## src/div_config.svh

```systemverilog
//////////////////////////////////////////////////////////////////////
// width and decode constants for the RV32M divider
// only DIV_XLEN of 32 is supported, DIV_CNT_W must be log2 of it
// field codes follow the base RISC-V encoding of the M extension
//////////////////////////////////////////////////////////////////////

`ifndef DIV_CONFIG_SVH
`define DIV_CONFIG_SVH

// data path
`define DIV_XLEN           32        // one data word
`define DIV_CNT_W          5         // loop step counter

// instruction fields
`define DIV_OPCODE_OP      5'b01100  // opcode[6:2] of reg-reg ALU ops
`define DIV_FUNCT7_MULDIV  7'b0000001

// funct3 codes of the four divide forms
`define DIV_F3_DIV         3'b100
`define DIV_F3_DIVU        3'b101
`define DIV_F3_REM         3'b110
`define DIV_F3_REMU        3'b111

`endif
```

## src/div_pkg.sv

```systemverilog
//////////////////////////////////////////////////////////////////////
// shared types of the divider
// op codes only cover the four RV32M divide forms
// word forms of RV64 decode to OP_NONE
//////////////////////////////////////////////////////////////////////

`include "div_config.svh"

package div_pkg;

  //////////////////////////////////////////////////////////////////////
  // data

  typedef logic [`DIV_XLEN-1:0] xlen_t;  // one register word

  //////////////////////////////////////////////////////////////////////
  // decoded operation

  typedef enum logic [2:0]
  {
    OP_NONE = 3'd0,  // not a divide, never issued
    OP_DIV  = 3'd1,  // signed quotient
    OP_DIVU = 3'd2,  // unsigned quotient
    OP_REM  = 3'd3,  // signed remainder
    OP_REMU = 3'd4   // unsigned remainder
  } div_op_e;

  //////////////////////////////////////////////////////////////////////
  // iterative loop control

  typedef enum logic [1:0]
  {
    ST_IDLE = 2'd0,  // waiting for start
    ST_DIV  = 2'd1,  // shift-subtract steps
    ST_RES  = 2'd2   // raw result handed over
  } div_state_e;

endpackage

```

## src/div_done_if.sv

```systemverilog
//////////////////////////////////////////////////////////////////////
// raw loop result towards sign correction
// quotient and remainder are unsigned magnitudes
// all fields only hold meaning while done is high
//////////////////////////////////////////////////////////////////////

`timescale 1ns/1ps

interface div_done_if;

  logic            done;       // one cycle, loop finished
  div_pkg::xlen_t  quotient;   // |dividend| / |divisor|
  div_pkg::xlen_t  remainder;  // |dividend| % |divisor|
  logic            neg_q;      // quotient must be negated
  logic            neg_r;      // remainder must be negated
  logic            is_rem;     // REM/REMU, else DIV/DIVU

  // loop side
  modport core
  (
    output done,
    output quotient,
    output remainder,
    output neg_q,
    output neg_r,
    output is_rem
  );

  // output stage
  modport result
  (
    input  done,
    input  quotient,
    input  remainder,
    input  neg_q,
    input  neg_r,
    input  is_rem
  );

endinterface

```

## src/div_start_if.sv

```systemverilog
//////////////////////////////////////////////////////////////////////
// start request into the iterative loop
// start is a single-cycle pulse, the other fields are valid with it
// operands are the raw register values, signs not yet removed
//////////////////////////////////////////////////////////////////////

`timescale 1ns/1ps

interface div_start_if;

  logic              start;     // issue of a non-special divide
  div_pkg::div_op_e  op;        // decoded operation
  div_pkg::xlen_t    dividend;  // opa as presented at issue
  div_pkg::xlen_t    divisor;   // opb, never zero when start is high

  // issue side
  modport special
  (
    output start,
    output op,
    output dividend,
    output divisor
  );

  // loop side
  modport core
  (
    input  start,
    input  op,
    input  dividend,
    input  divisor
  );

endinterface

```

## src/div_top.sv

```systemverilog
//////////////////////////////////////////////////////////////////////
// RV32M divider, top level
// strobes and levels only, no handshake on the result
// ex_stall and id_bubble only block a new issue
//////////////////////////////////////////////////////////////////////

`timescale 1ns/1ps

module div_top
(
  input  logic            clk,
  input  logic            rstn,
  input  logic            ex_stall,
  input  logic            id_bubble,
  input  logic [31:0]     id_instr,
  input  div_pkg::xlen_t  opa,
  input  div_pkg::xlen_t  opb,
  output logic            div_stall,
  output logic            div_bubble,
  output div_pkg::xlen_t  div_r
);

  logic            special_valid;  // issue answered without the loop
  div_pkg::xlen_t  special_value;
  logic            busy;           // loop occupied

  div_start_if start_bus ();
  div_done_if  done_bus ();

  div_special u_special
  (
    .clk           (clk),
    .rstn          (rstn),
    .ex_stall      (ex_stall),
    .id_bubble     (id_bubble),
    .id_instr      (id_instr),
    .opa           (opa),
    .opb           (opb),
    .busy          (busy),
    .special_valid (special_valid),
    .special_value (special_value),
    .req           (start_bus.special)
  );

  div_core u_core
  (
    .clk       (clk),
    .rstn      (rstn),
    .busy      (busy),
    .div_stall (div_stall),
    .req       (start_bus.core),
    .res       (done_bus.core)
  );

  div_result u_result
  (
    .clk           (clk),
    .rstn          (rstn),
    .special_valid (special_valid),
    .special_value (special_value),
    .div_bubble    (div_bubble),
    .div_r         (div_r),
    .res           (done_bus.result)
  );

endmodule

```

## src/div_result.sv

```systemverilog
//////////////////////////////////////////////////////////////////////
// sign correction and result register
// div_bubble low for exactly one cycle per result, never held
// div_r keeps its value until the next result
//////////////////////////////////////////////////////////////////////

`timescale 1ns/1ps

module div_result
(
  input  logic            clk,
  input  logic            rstn,
  input  logic            special_valid,
  input  div_pkg::xlen_t  special_value,
  output logic            div_bubble,
  output div_pkg::xlen_t  div_r,
  div_done_if.result      res
);

  div_pkg::xlen_t  quo_s;     // signed quotient
  div_pkg::xlen_t  rem_s;     // signed remainder
  div_pkg::xlen_t  iter_val;  // loop answer after correction

  //////////////////////////////////////////////////////////////////////
  // sign correction

  // truncating division, negate magnitudes where needed
  assign quo_s = res.neg_q ? -res.quotient  : res.quotient;
  assign rem_s = res.neg_r ? -res.remainder : res.remainder;

  assign iter_val = res.is_rem ? rem_s : quo_s;

  //////////////////////////////////////////////////////////////////////
  // output registers

  // strobe, active low
  always_ff @(posedge clk or negedge rstn)
  begin
    if (!rstn)
      div_bubble <= 1'b1;
    else
      div_bubble <= !(res.done || special_valid);
  end

  always_ff @(posedge clk)
  begin
    if (special_valid)
      div_r <= special_value;   // answered at issue
    else if (res.done)
      div_r <= iter_val;
  end

  // a special issue cannot land on the loop's last edge
  a_no_collide: assert property (@(posedge clk) disable iff (!rstn)
    !(res.done && special_valid));

endmodule

```

## src/div_core.sv

```systemverilog
//////////////////////////////////////////////////////////////////////
// bit-serial restoring divide loop
// 32 steps in ST_DIV, one in ST_RES, one division in flight at a time
// works on magnitudes, sign flags travel alongside to the output stage
//////////////////////////////////////////////////////////////////////

`timescale 1ns/1ps

`include "div_config.svh"

module div_core
(
  input  logic   clk,
  input  logic   rstn,
  output logic   busy,
  output logic   div_stall,
  div_start_if.core  req,
  div_done_if.core   res
);

  div_pkg::div_state_e    state;
  logic [`DIV_CNT_W-1:0]  cnt;        // steps left minus one
  div_pkg::div_op_e       op_q;       // op held for the result stage
  logic                   neg_q;
  logic                   neg_r;
  div_pkg::xlen_t         part_rem;   // partial remainder
  div_pkg::xlen_t         dvd_q;      // dividend bits out, quotient bits in
  div_pkg::xlen_t         dvsr;       // |divisor|
  logic                   is_signed;
  div_pkg::xlen_t         abs_dvd;
  div_pkg::xlen_t         abs_dvs;
  logic [`DIV_XLEN:0]     rem_sh;     // remainder after the left shift
  logic [`DIV_XLEN+1:0]   diff;       // trial subtract, msb is borrow

  //////////////////////////////////////////////////////////////////////
  // operand prep

  assign is_signed = (req.op == div_pkg::OP_DIV) || (req.op == div_pkg::OP_REM);

  // unsigned ops pass through untouched
  assign abs_dvd = (is_signed && req.dividend[`DIV_XLEN-1]) ? -req.dividend : req.dividend;
  assign abs_dvs = (is_signed && req.divisor[`DIV_XLEN-1])  ? -req.divisor  : req.divisor;

  //////////////////////////////////////////////////////////////////////
  // control

  always_ff @(posedge clk or negedge rstn)
  begin
    if (!rstn)
    begin
      state     <= div_pkg::ST_IDLE;
      cnt       <= '0;
      div_stall <= 1'b0;
    end
    else
    begin
      case (state)
        div_pkg::ST_IDLE:
          if (req.start)
          begin
            state     <= div_pkg::ST_DIV;
            cnt       <= '1;  // 31 down to 0
            div_stall <= 1'b1;
          end
        div_pkg::ST_DIV:
        begin
          cnt <= cnt - 1'b1;
          if (cnt == '0)
            state <= div_pkg::ST_RES;  // last step taken
        end
        div_pkg::ST_RES:
        begin
          state     <= div_pkg::ST_IDLE;
          div_stall <= 1'b0;           // released with the result edge
        end
        default: state <= div_pkg::ST_IDLE;
      endcase
    end
  end

  assign busy = (state != div_pkg::ST_IDLE);

  //////////////////////////////////////////////////////////////////////
  // restoring datapath

  // extra top bit, an unsigned divisor above 2^31 can push the shift past 32 bits
  assign rem_sh = {part_rem, dvd_q[`DIV_XLEN-1]};
  assign diff   = {1'b0, rem_sh} - {2'b00, dvsr};

  always_ff @(posedge clk)
  begin
    if (state == div_pkg::ST_IDLE && req.start)
    begin
      op_q     <= req.op;
      neg_q    <= is_signed && (req.dividend[`DIV_XLEN-1] ^ req.divisor[`DIV_XLEN-1]);
      neg_r    <= is_signed && req.dividend[`DIV_XLEN-1];  // follows dividend
      part_rem <= '0;
      dvd_q    <= abs_dvd;
      dvsr     <= abs_dvs;
    end
    else if (state == div_pkg::ST_DIV)
    begin
      if (diff[`DIV_XLEN+1])
      begin
        part_rem <= rem_sh[`DIV_XLEN-1:0];            // borrow, restore
        dvd_q    <= {dvd_q[`DIV_XLEN-2:0], 1'b0};
      end
      else
      begin
        part_rem <= diff[`DIV_XLEN-1:0];              // keep the difference
        dvd_q    <= {dvd_q[`DIV_XLEN-2:0], 1'b1};
      end
    end
  end

  // handover, combinational while in ST_RES
  assign res.done      = (state == div_pkg::ST_RES);
  assign res.quotient  = dvd_q;
  assign res.remainder = part_rem;
  assign res.neg_q     = neg_q;
  assign res.neg_r     = neg_r;
  assign res.is_rem    = (op_q == div_pkg::OP_REM) || (op_q == div_pkg::OP_REMU);

  // issue side must see busy and hold off
  a_start_idle: assert property (@(posedge clk) disable iff (!rstn)
    req.start |-> state == div_pkg::ST_IDLE);

  a_stall_state: assert property (@(posedge clk) disable iff (!rstn)
    div_stall == (state != div_pkg::ST_IDLE));

endmodule

```

## src/div_special.sv

```systemverilog
//////////////////////////////////////////////////////////////////////
// decode and issue for the divider
// issue needs ex_stall, id_bubble and busy all low
// divide by zero and signed overflow are answered here, never looped
//////////////////////////////////////////////////////////////////////

`timescale 1ns/1ps

`include "div_config.svh"

module div_special
(
  input  logic              clk,
  input  logic              rstn,
  input  logic              ex_stall,
  input  logic              id_bubble,
  input  logic [31:0]       id_instr,
  input  div_pkg::xlen_t    opa,
  input  div_pkg::xlen_t    opb,
  input  logic              busy,
  output logic              special_valid,
  output div_pkg::xlen_t    special_value,
  div_start_if.special      req
);

  localparam div_pkg::xlen_t most_neg = {1'b1, {(`DIV_XLEN-1){1'b0}}};

  logic [6:0]        funct7;
  logic [2:0]        funct3;
  logic [4:0]        opcode;
  div_pkg::div_op_e  op;
  logic              issue;
  logic              op_signed;
  logic              op_rem;
  logic              div_zero;
  logic              overflow;

  //////////////////////////////////////////////////////////////////////
  // instruction decode

  assign funct7 = id_instr[31:25];
  assign funct3 = id_instr[14:12];
  assign opcode = id_instr[6:2];

  always_comb
  begin
    op = div_pkg::OP_NONE;
    // 32 bit encodings only, low bits 11
    if (funct7 == `DIV_FUNCT7_MULDIV && opcode == `DIV_OPCODE_OP && id_instr[1:0] == 2'b11)
    begin
      case (funct3)
        `DIV_F3_DIV:  op = div_pkg::OP_DIV;
        `DIV_F3_DIVU: op = div_pkg::OP_DIVU;
        `DIV_F3_REM:  op = div_pkg::OP_REM;
        `DIV_F3_REMU: op = div_pkg::OP_REMU;
        default:      op = div_pkg::OP_NONE;  // mul forms
      endcase
    end
  end

  assign op_signed = (op == div_pkg::OP_DIV) || (op == div_pkg::OP_REM);
  assign op_rem    = (op == div_pkg::OP_REM) || (op == div_pkg::OP_REMU);

  // single issue point of the whole divider
  assign issue = !ex_stall && !id_bubble && !busy && (op != div_pkg::OP_NONE);

  //////////////////////////////////////////////////////////////////////
  // special cases

  assign div_zero = (opb == '0);
  assign overflow = op_signed && (opa == most_neg) && (opb == '1);  // -2^31 / -1

  always_comb
  begin
    if (div_zero)
      special_value = op_rem ? opa : '1;     // rem keeps dividend, div all ones
    else
      special_value = op_rem ? '0 : opa;     // overflow, quotient wraps to -2^31
  end

  assign special_valid = issue && (div_zero || overflow);

  // everything else goes through the loop
  assign req.start    = issue && !(div_zero || overflow);
  assign req.op       = op;
  assign req.dividend = opa;
  assign req.divisor  = opb;

  // busy must follow every start into the loop
  a_start_taken: assert property (@(posedge clk) disable iff (!rstn)
    req.start |=> busy);

endmodule

```

## config.mk

```make
export PLATFORM = sky130hd
export DESIGN_NAME = div_top
export DESIGN_NICKNAME = d
export VERILOG_FILES = /design/src/div_pkg.sv /design/src/div_done_if.sv /design/src/div_start_if.sv /design/src/div_top.sv /design/src/div_result.sv /design/src/div_core.sv /design/src/div_special.sv
export VERILOG_INCLUDE_DIRS = /design/src
export SDC_FILE = /design/constraint.sdc
export NUM_CORES = 1
export LEC_CHECK = 0
export ABC_AREA = 0
export BUFFER_PORTS_ARGS = -buffer_cell sky130_fd_sc_hd__clkbuf_2
export CAP_MARGIN = 20
export CORE_MARGIN = 5
export CORE_UTILIZATION = 25
export DETAILED_ROUTE_END_ITERATION = 6
export HOLD_SLACK_MARGIN = 0.15
export SYNTH_ARGS = -nofsm -noshare
export SYNTH_HDL_FRONTEND = slang
export SYNTH_SLANG_ARGS = --single-unit
```

## constraint.sdc

```tcl
create_clock -name clk -period 10.1 [get_ports clk]
set_clock_uncertainty 0.1 [all_clocks]
set_input_delay 0.505 -clock clk [delete_from_list [all_inputs] [get_ports clk]]
set_output_delay 0.505 -clock clk [all_outputs]
set_load 0.1 [all_outputs]
```

==> impl_results.md <==
- Post-synth top area share: 0.2862
- Yosys warnings: 0
- Synth Area per Inst: 8.630 sq um
- HPWL after DPL: roughly 24000 microns
- FF-to-FF setup slack: 6.38 ns
- Gr busiest metal: met2
- NetSw: between 200 and 300 uW
- Clk buf depth: 2
- Die Area: 46610 sq um
- Max incr delay on CP: 0.78 ns
- Met3 GRT Util: 0.02088
- First-pass GRT wire length: 50230 microns
- Overflow after GRT: 0
- Fmax: between 200 and 250 MHz
- Final Hold Vio Count: 0
- H-tree depth: 4
- Pwr Density: 108.2 nW/um^2
- Fin crit share: 0.4128
- Number of global-route vias before repair: 9399
- Sw Share: 0.2227
- Placement Setup Slack: between 5 and 6 ns
- Seq pwr share: 0.466
- Slowest-stage cell, CP: nor4_2
- Comb power frac: 0.056
- HP Class: in -> reg
- # rows: 75
- Placer Congestion: 0.8887
- Final WL: ~31000 microns
- Antenna violations before repair: 2
- Cell count after synthesis: between 1000 and 1500
- I/O pin count: roughly 130
- PostCTS Resize Cnt: 0
- Max-slew violations: 0
- Share of layout cells above drive strength 1: 0.1454
- Setup-failing EPs final: 0
- Final TNS setup: 0 ns
- Hold path startpoint: opb[0]
- Gr usage total: 0.1320
- Slew @ Worst Pin: 1.034 ns
- Post-Syn Area: around 11000 sq um
- CP Max Fanout: a little over 80
- Tmin final: about 4.2 ns
- Crit path capture type: flip-flop
- Post-synthesis to final-layout area growth: 16.45%
- Die W: 215.9 microns
- Die H: 215.9 microns
- CP Launch Type: input pin
- CTS tree: yes
- Post-synth EDFFs: around 100
- RSZ-0062 raised after global routing: no
- Remaining DRCs: 0
- Ys async rst share: 0.06338
- Cell taking the most area after synthesis: edfxtp_1
- CP Data Required Time: 10.14 ns
- Top cells by area, synth: edfxtp_1, o21ai_0, xnor2_1
- Hold Worst Slack: 0.2318 ns
- Post-DR vias/cell: 5.037
- Vias: 9409
- Pre-antenna DRT Iters: 5
- Clk sinks: roughly 140
- Crit path DAT: between 4 and 5 ns
- WL/cell: ~17 microns
- Fin nets: around 1500
- Cells along the critical path: clkbuf_2 -> or4b_1 -> nor4_2 -> nand3_1 -> or4_1 -> nand4_4 -> buf_4 -> o21ai_0
- M2 GR Usage: 0.2355
- Total Power: 1335 uW
- Top FF cell, synth: edfxtp_1
- Synth Register Bits: 142
- Pin count of the biggest net entering global routing: 83
- Slew headroom: 0.3108
- Final ANT Viol Nets: 0
- Clk pwr share: 0.478
- Core area: between 40000 and 50000 sq um
- Reg clk slew, reported paths: 0.06 ns
- Pint: between 1000 and 1500 uW
- Setup WS post-layout: 5.930 ns
- Outcome: complete, no violations
- PortBufs: 118
- Synthesized Nets: 1368
- Max Cap Viol: 0
- Initial DRC Count: 523
- Max VDD drop: 0.1131 mV
- Number of library cell types mapped by synthesis: 74
- Post-synthesis sequential area ratio: 0.3680
- Clk Latency, worst-skew pair: approximately 0.43 ns
- Pleak: 0.004743 uW
- Crit path kind: in -> reg
- Post-layout util: 0.2942
- Initial core utilization: 0.2526
- CTS buffer count: 17
- Reg-to-Reg Start: u_core.res.remainder[3]
- Setup crit start: id_instr[27]
- Met1 usage: 0.1644
- CTS root buffer: clkbuf_16
## final cells by class
class	instances	area (sq um)
Antenna cell	2	5.005
Clock buffer	23	520.5
Clock inverter	9	76.32
Fill cell	4462	29610
Inverter	59	221.5
Multi-Input combinational cell	964	6260
Sequential cell	142	3900
Tap cell	539	674.4
Timing Repair Buffer	130	683.2
## kinds of logic (layout without fill, tap and decap cells)
kind of cell | Yosys count | in the layout | synth area share
AOI/OAI and AO/OA | 381 | 381 | 0.2230
DFF | 142 | 142 | 0.3680
and+or+nand+nor | 391 | 391 | 0.1890
xor gates and xnor gates | 148 | 148 | 0.1223
other | 0 | 2 | 0
buffers and inverters | 122 | 221 | 0.04593
adders and majority gates | 40 | 40 | 0.04793
muxes | 4 | 4 | 0.003778
## cell usage in the layout, fill, tap and decap left out, types with 19 or more instances in the layout
cell type,Yosys,routed
o21ai_0,152,152
inv_1,59,59
o21ai_1,25,25
o31ai_1,27,27
clkbuf_16,0,19
nand3_1,36,36
nand2_1,141,141
xnor2_1,79,79
xor2_1,69,69
nor2_1,66,66
o211ai_1,22,22
a21oi_1,61,61
edfxtp_1,101,101
dfxtp_1,32,32
ha_1,39,39
clkbuf_2,2,118
## state kept, by name (all words and copies together), names as in the netlist, 2 cells and up
name                  cells
u_core.dvsr              32
u_core.res.quotient      32
u_core.res.remainder     32
u_result.div_r           32
u_core.cnt                5
u_core.op_q               3
u_core.state              2
## Yosys cell counts, types with 9 or more instances
library cell and n:
a21oi_1 61, and2_1 10, and3_1 9, buf_2 15, clkbuf_1 40, dfxtp_1 32
edfxtp_1 101, ha_1 39, inv_1 59, nand2_1 141, nand2b_1 13, nand3_1 36
nand4_1 18, nor2_1 66, nor2b_1 10, nor3_1 17, nor4_1 16, o211ai_1 22
o21ai_0 152, o21ai_1 25, o31ai_1 27, o41ai_1 18, or3_1 10, or4_1 16
xnor2_1 79, xor2_1 69
## worst paths after layout
kind	end	depth (start not counted)
hold / removal	u_core.dvsr[0]	1
hold reg to reg	u_core.cnt[0]	1
max in group asynchronous	u_result.div_bubble	2
setup reg to reg	u_core.res.remainder[30]	10
setup / recovery	u_core.res.quotient[19]	8
min in group asynchronous	u_core.div_stall	2
## repair_timing
| item | 4_1_cts | 5_1_grt |
|---|---|---|
| hold endpoints to repair | 9 | 0 |
| setup buffers | 0 | 0 |
| hold buffers | 1 | 0 |
## metrics by stage
stage          instances  cell area, sq um
6_report            1868             12340
3_5_place_dp        1833             11730
3_3_place_gp        1833             11730
5_1_grt             1868             12340
2_1_floorplan       1228             10600
4_1_cts             1866             12340
## per-layer routing
layer | part of all wire | vias to the layer above
met5 | 0 | -
met4 | 0.021 | 0
met3 | 0.033 | 39
met2 | 0.50 | 184
met1 | 0.44 | 4524
li1 | - | 4662
## critical path, delay by kind of cell
family,cells,cell delay [ns]
AO/OA/AOI/OAI,1,0.22
buffers and inverters,2,0.65
AND/OR/NAND/NOR,5,2.75
## power groups by stage
stage | clock [uW] | combinational [uW] | sequential, uW
after floorplan | 0 | 34.2 | 634
after global placement | 0 | 73.1 | 635
after detailed placement | 0 | 74.0 | 635
after CTS | 651 | 74.7 | 623
after global routing | 680 | 83.3 | 623
final | 638 | 74.7 | 623
Note: power is estimated with default switching activity, not from simulation.
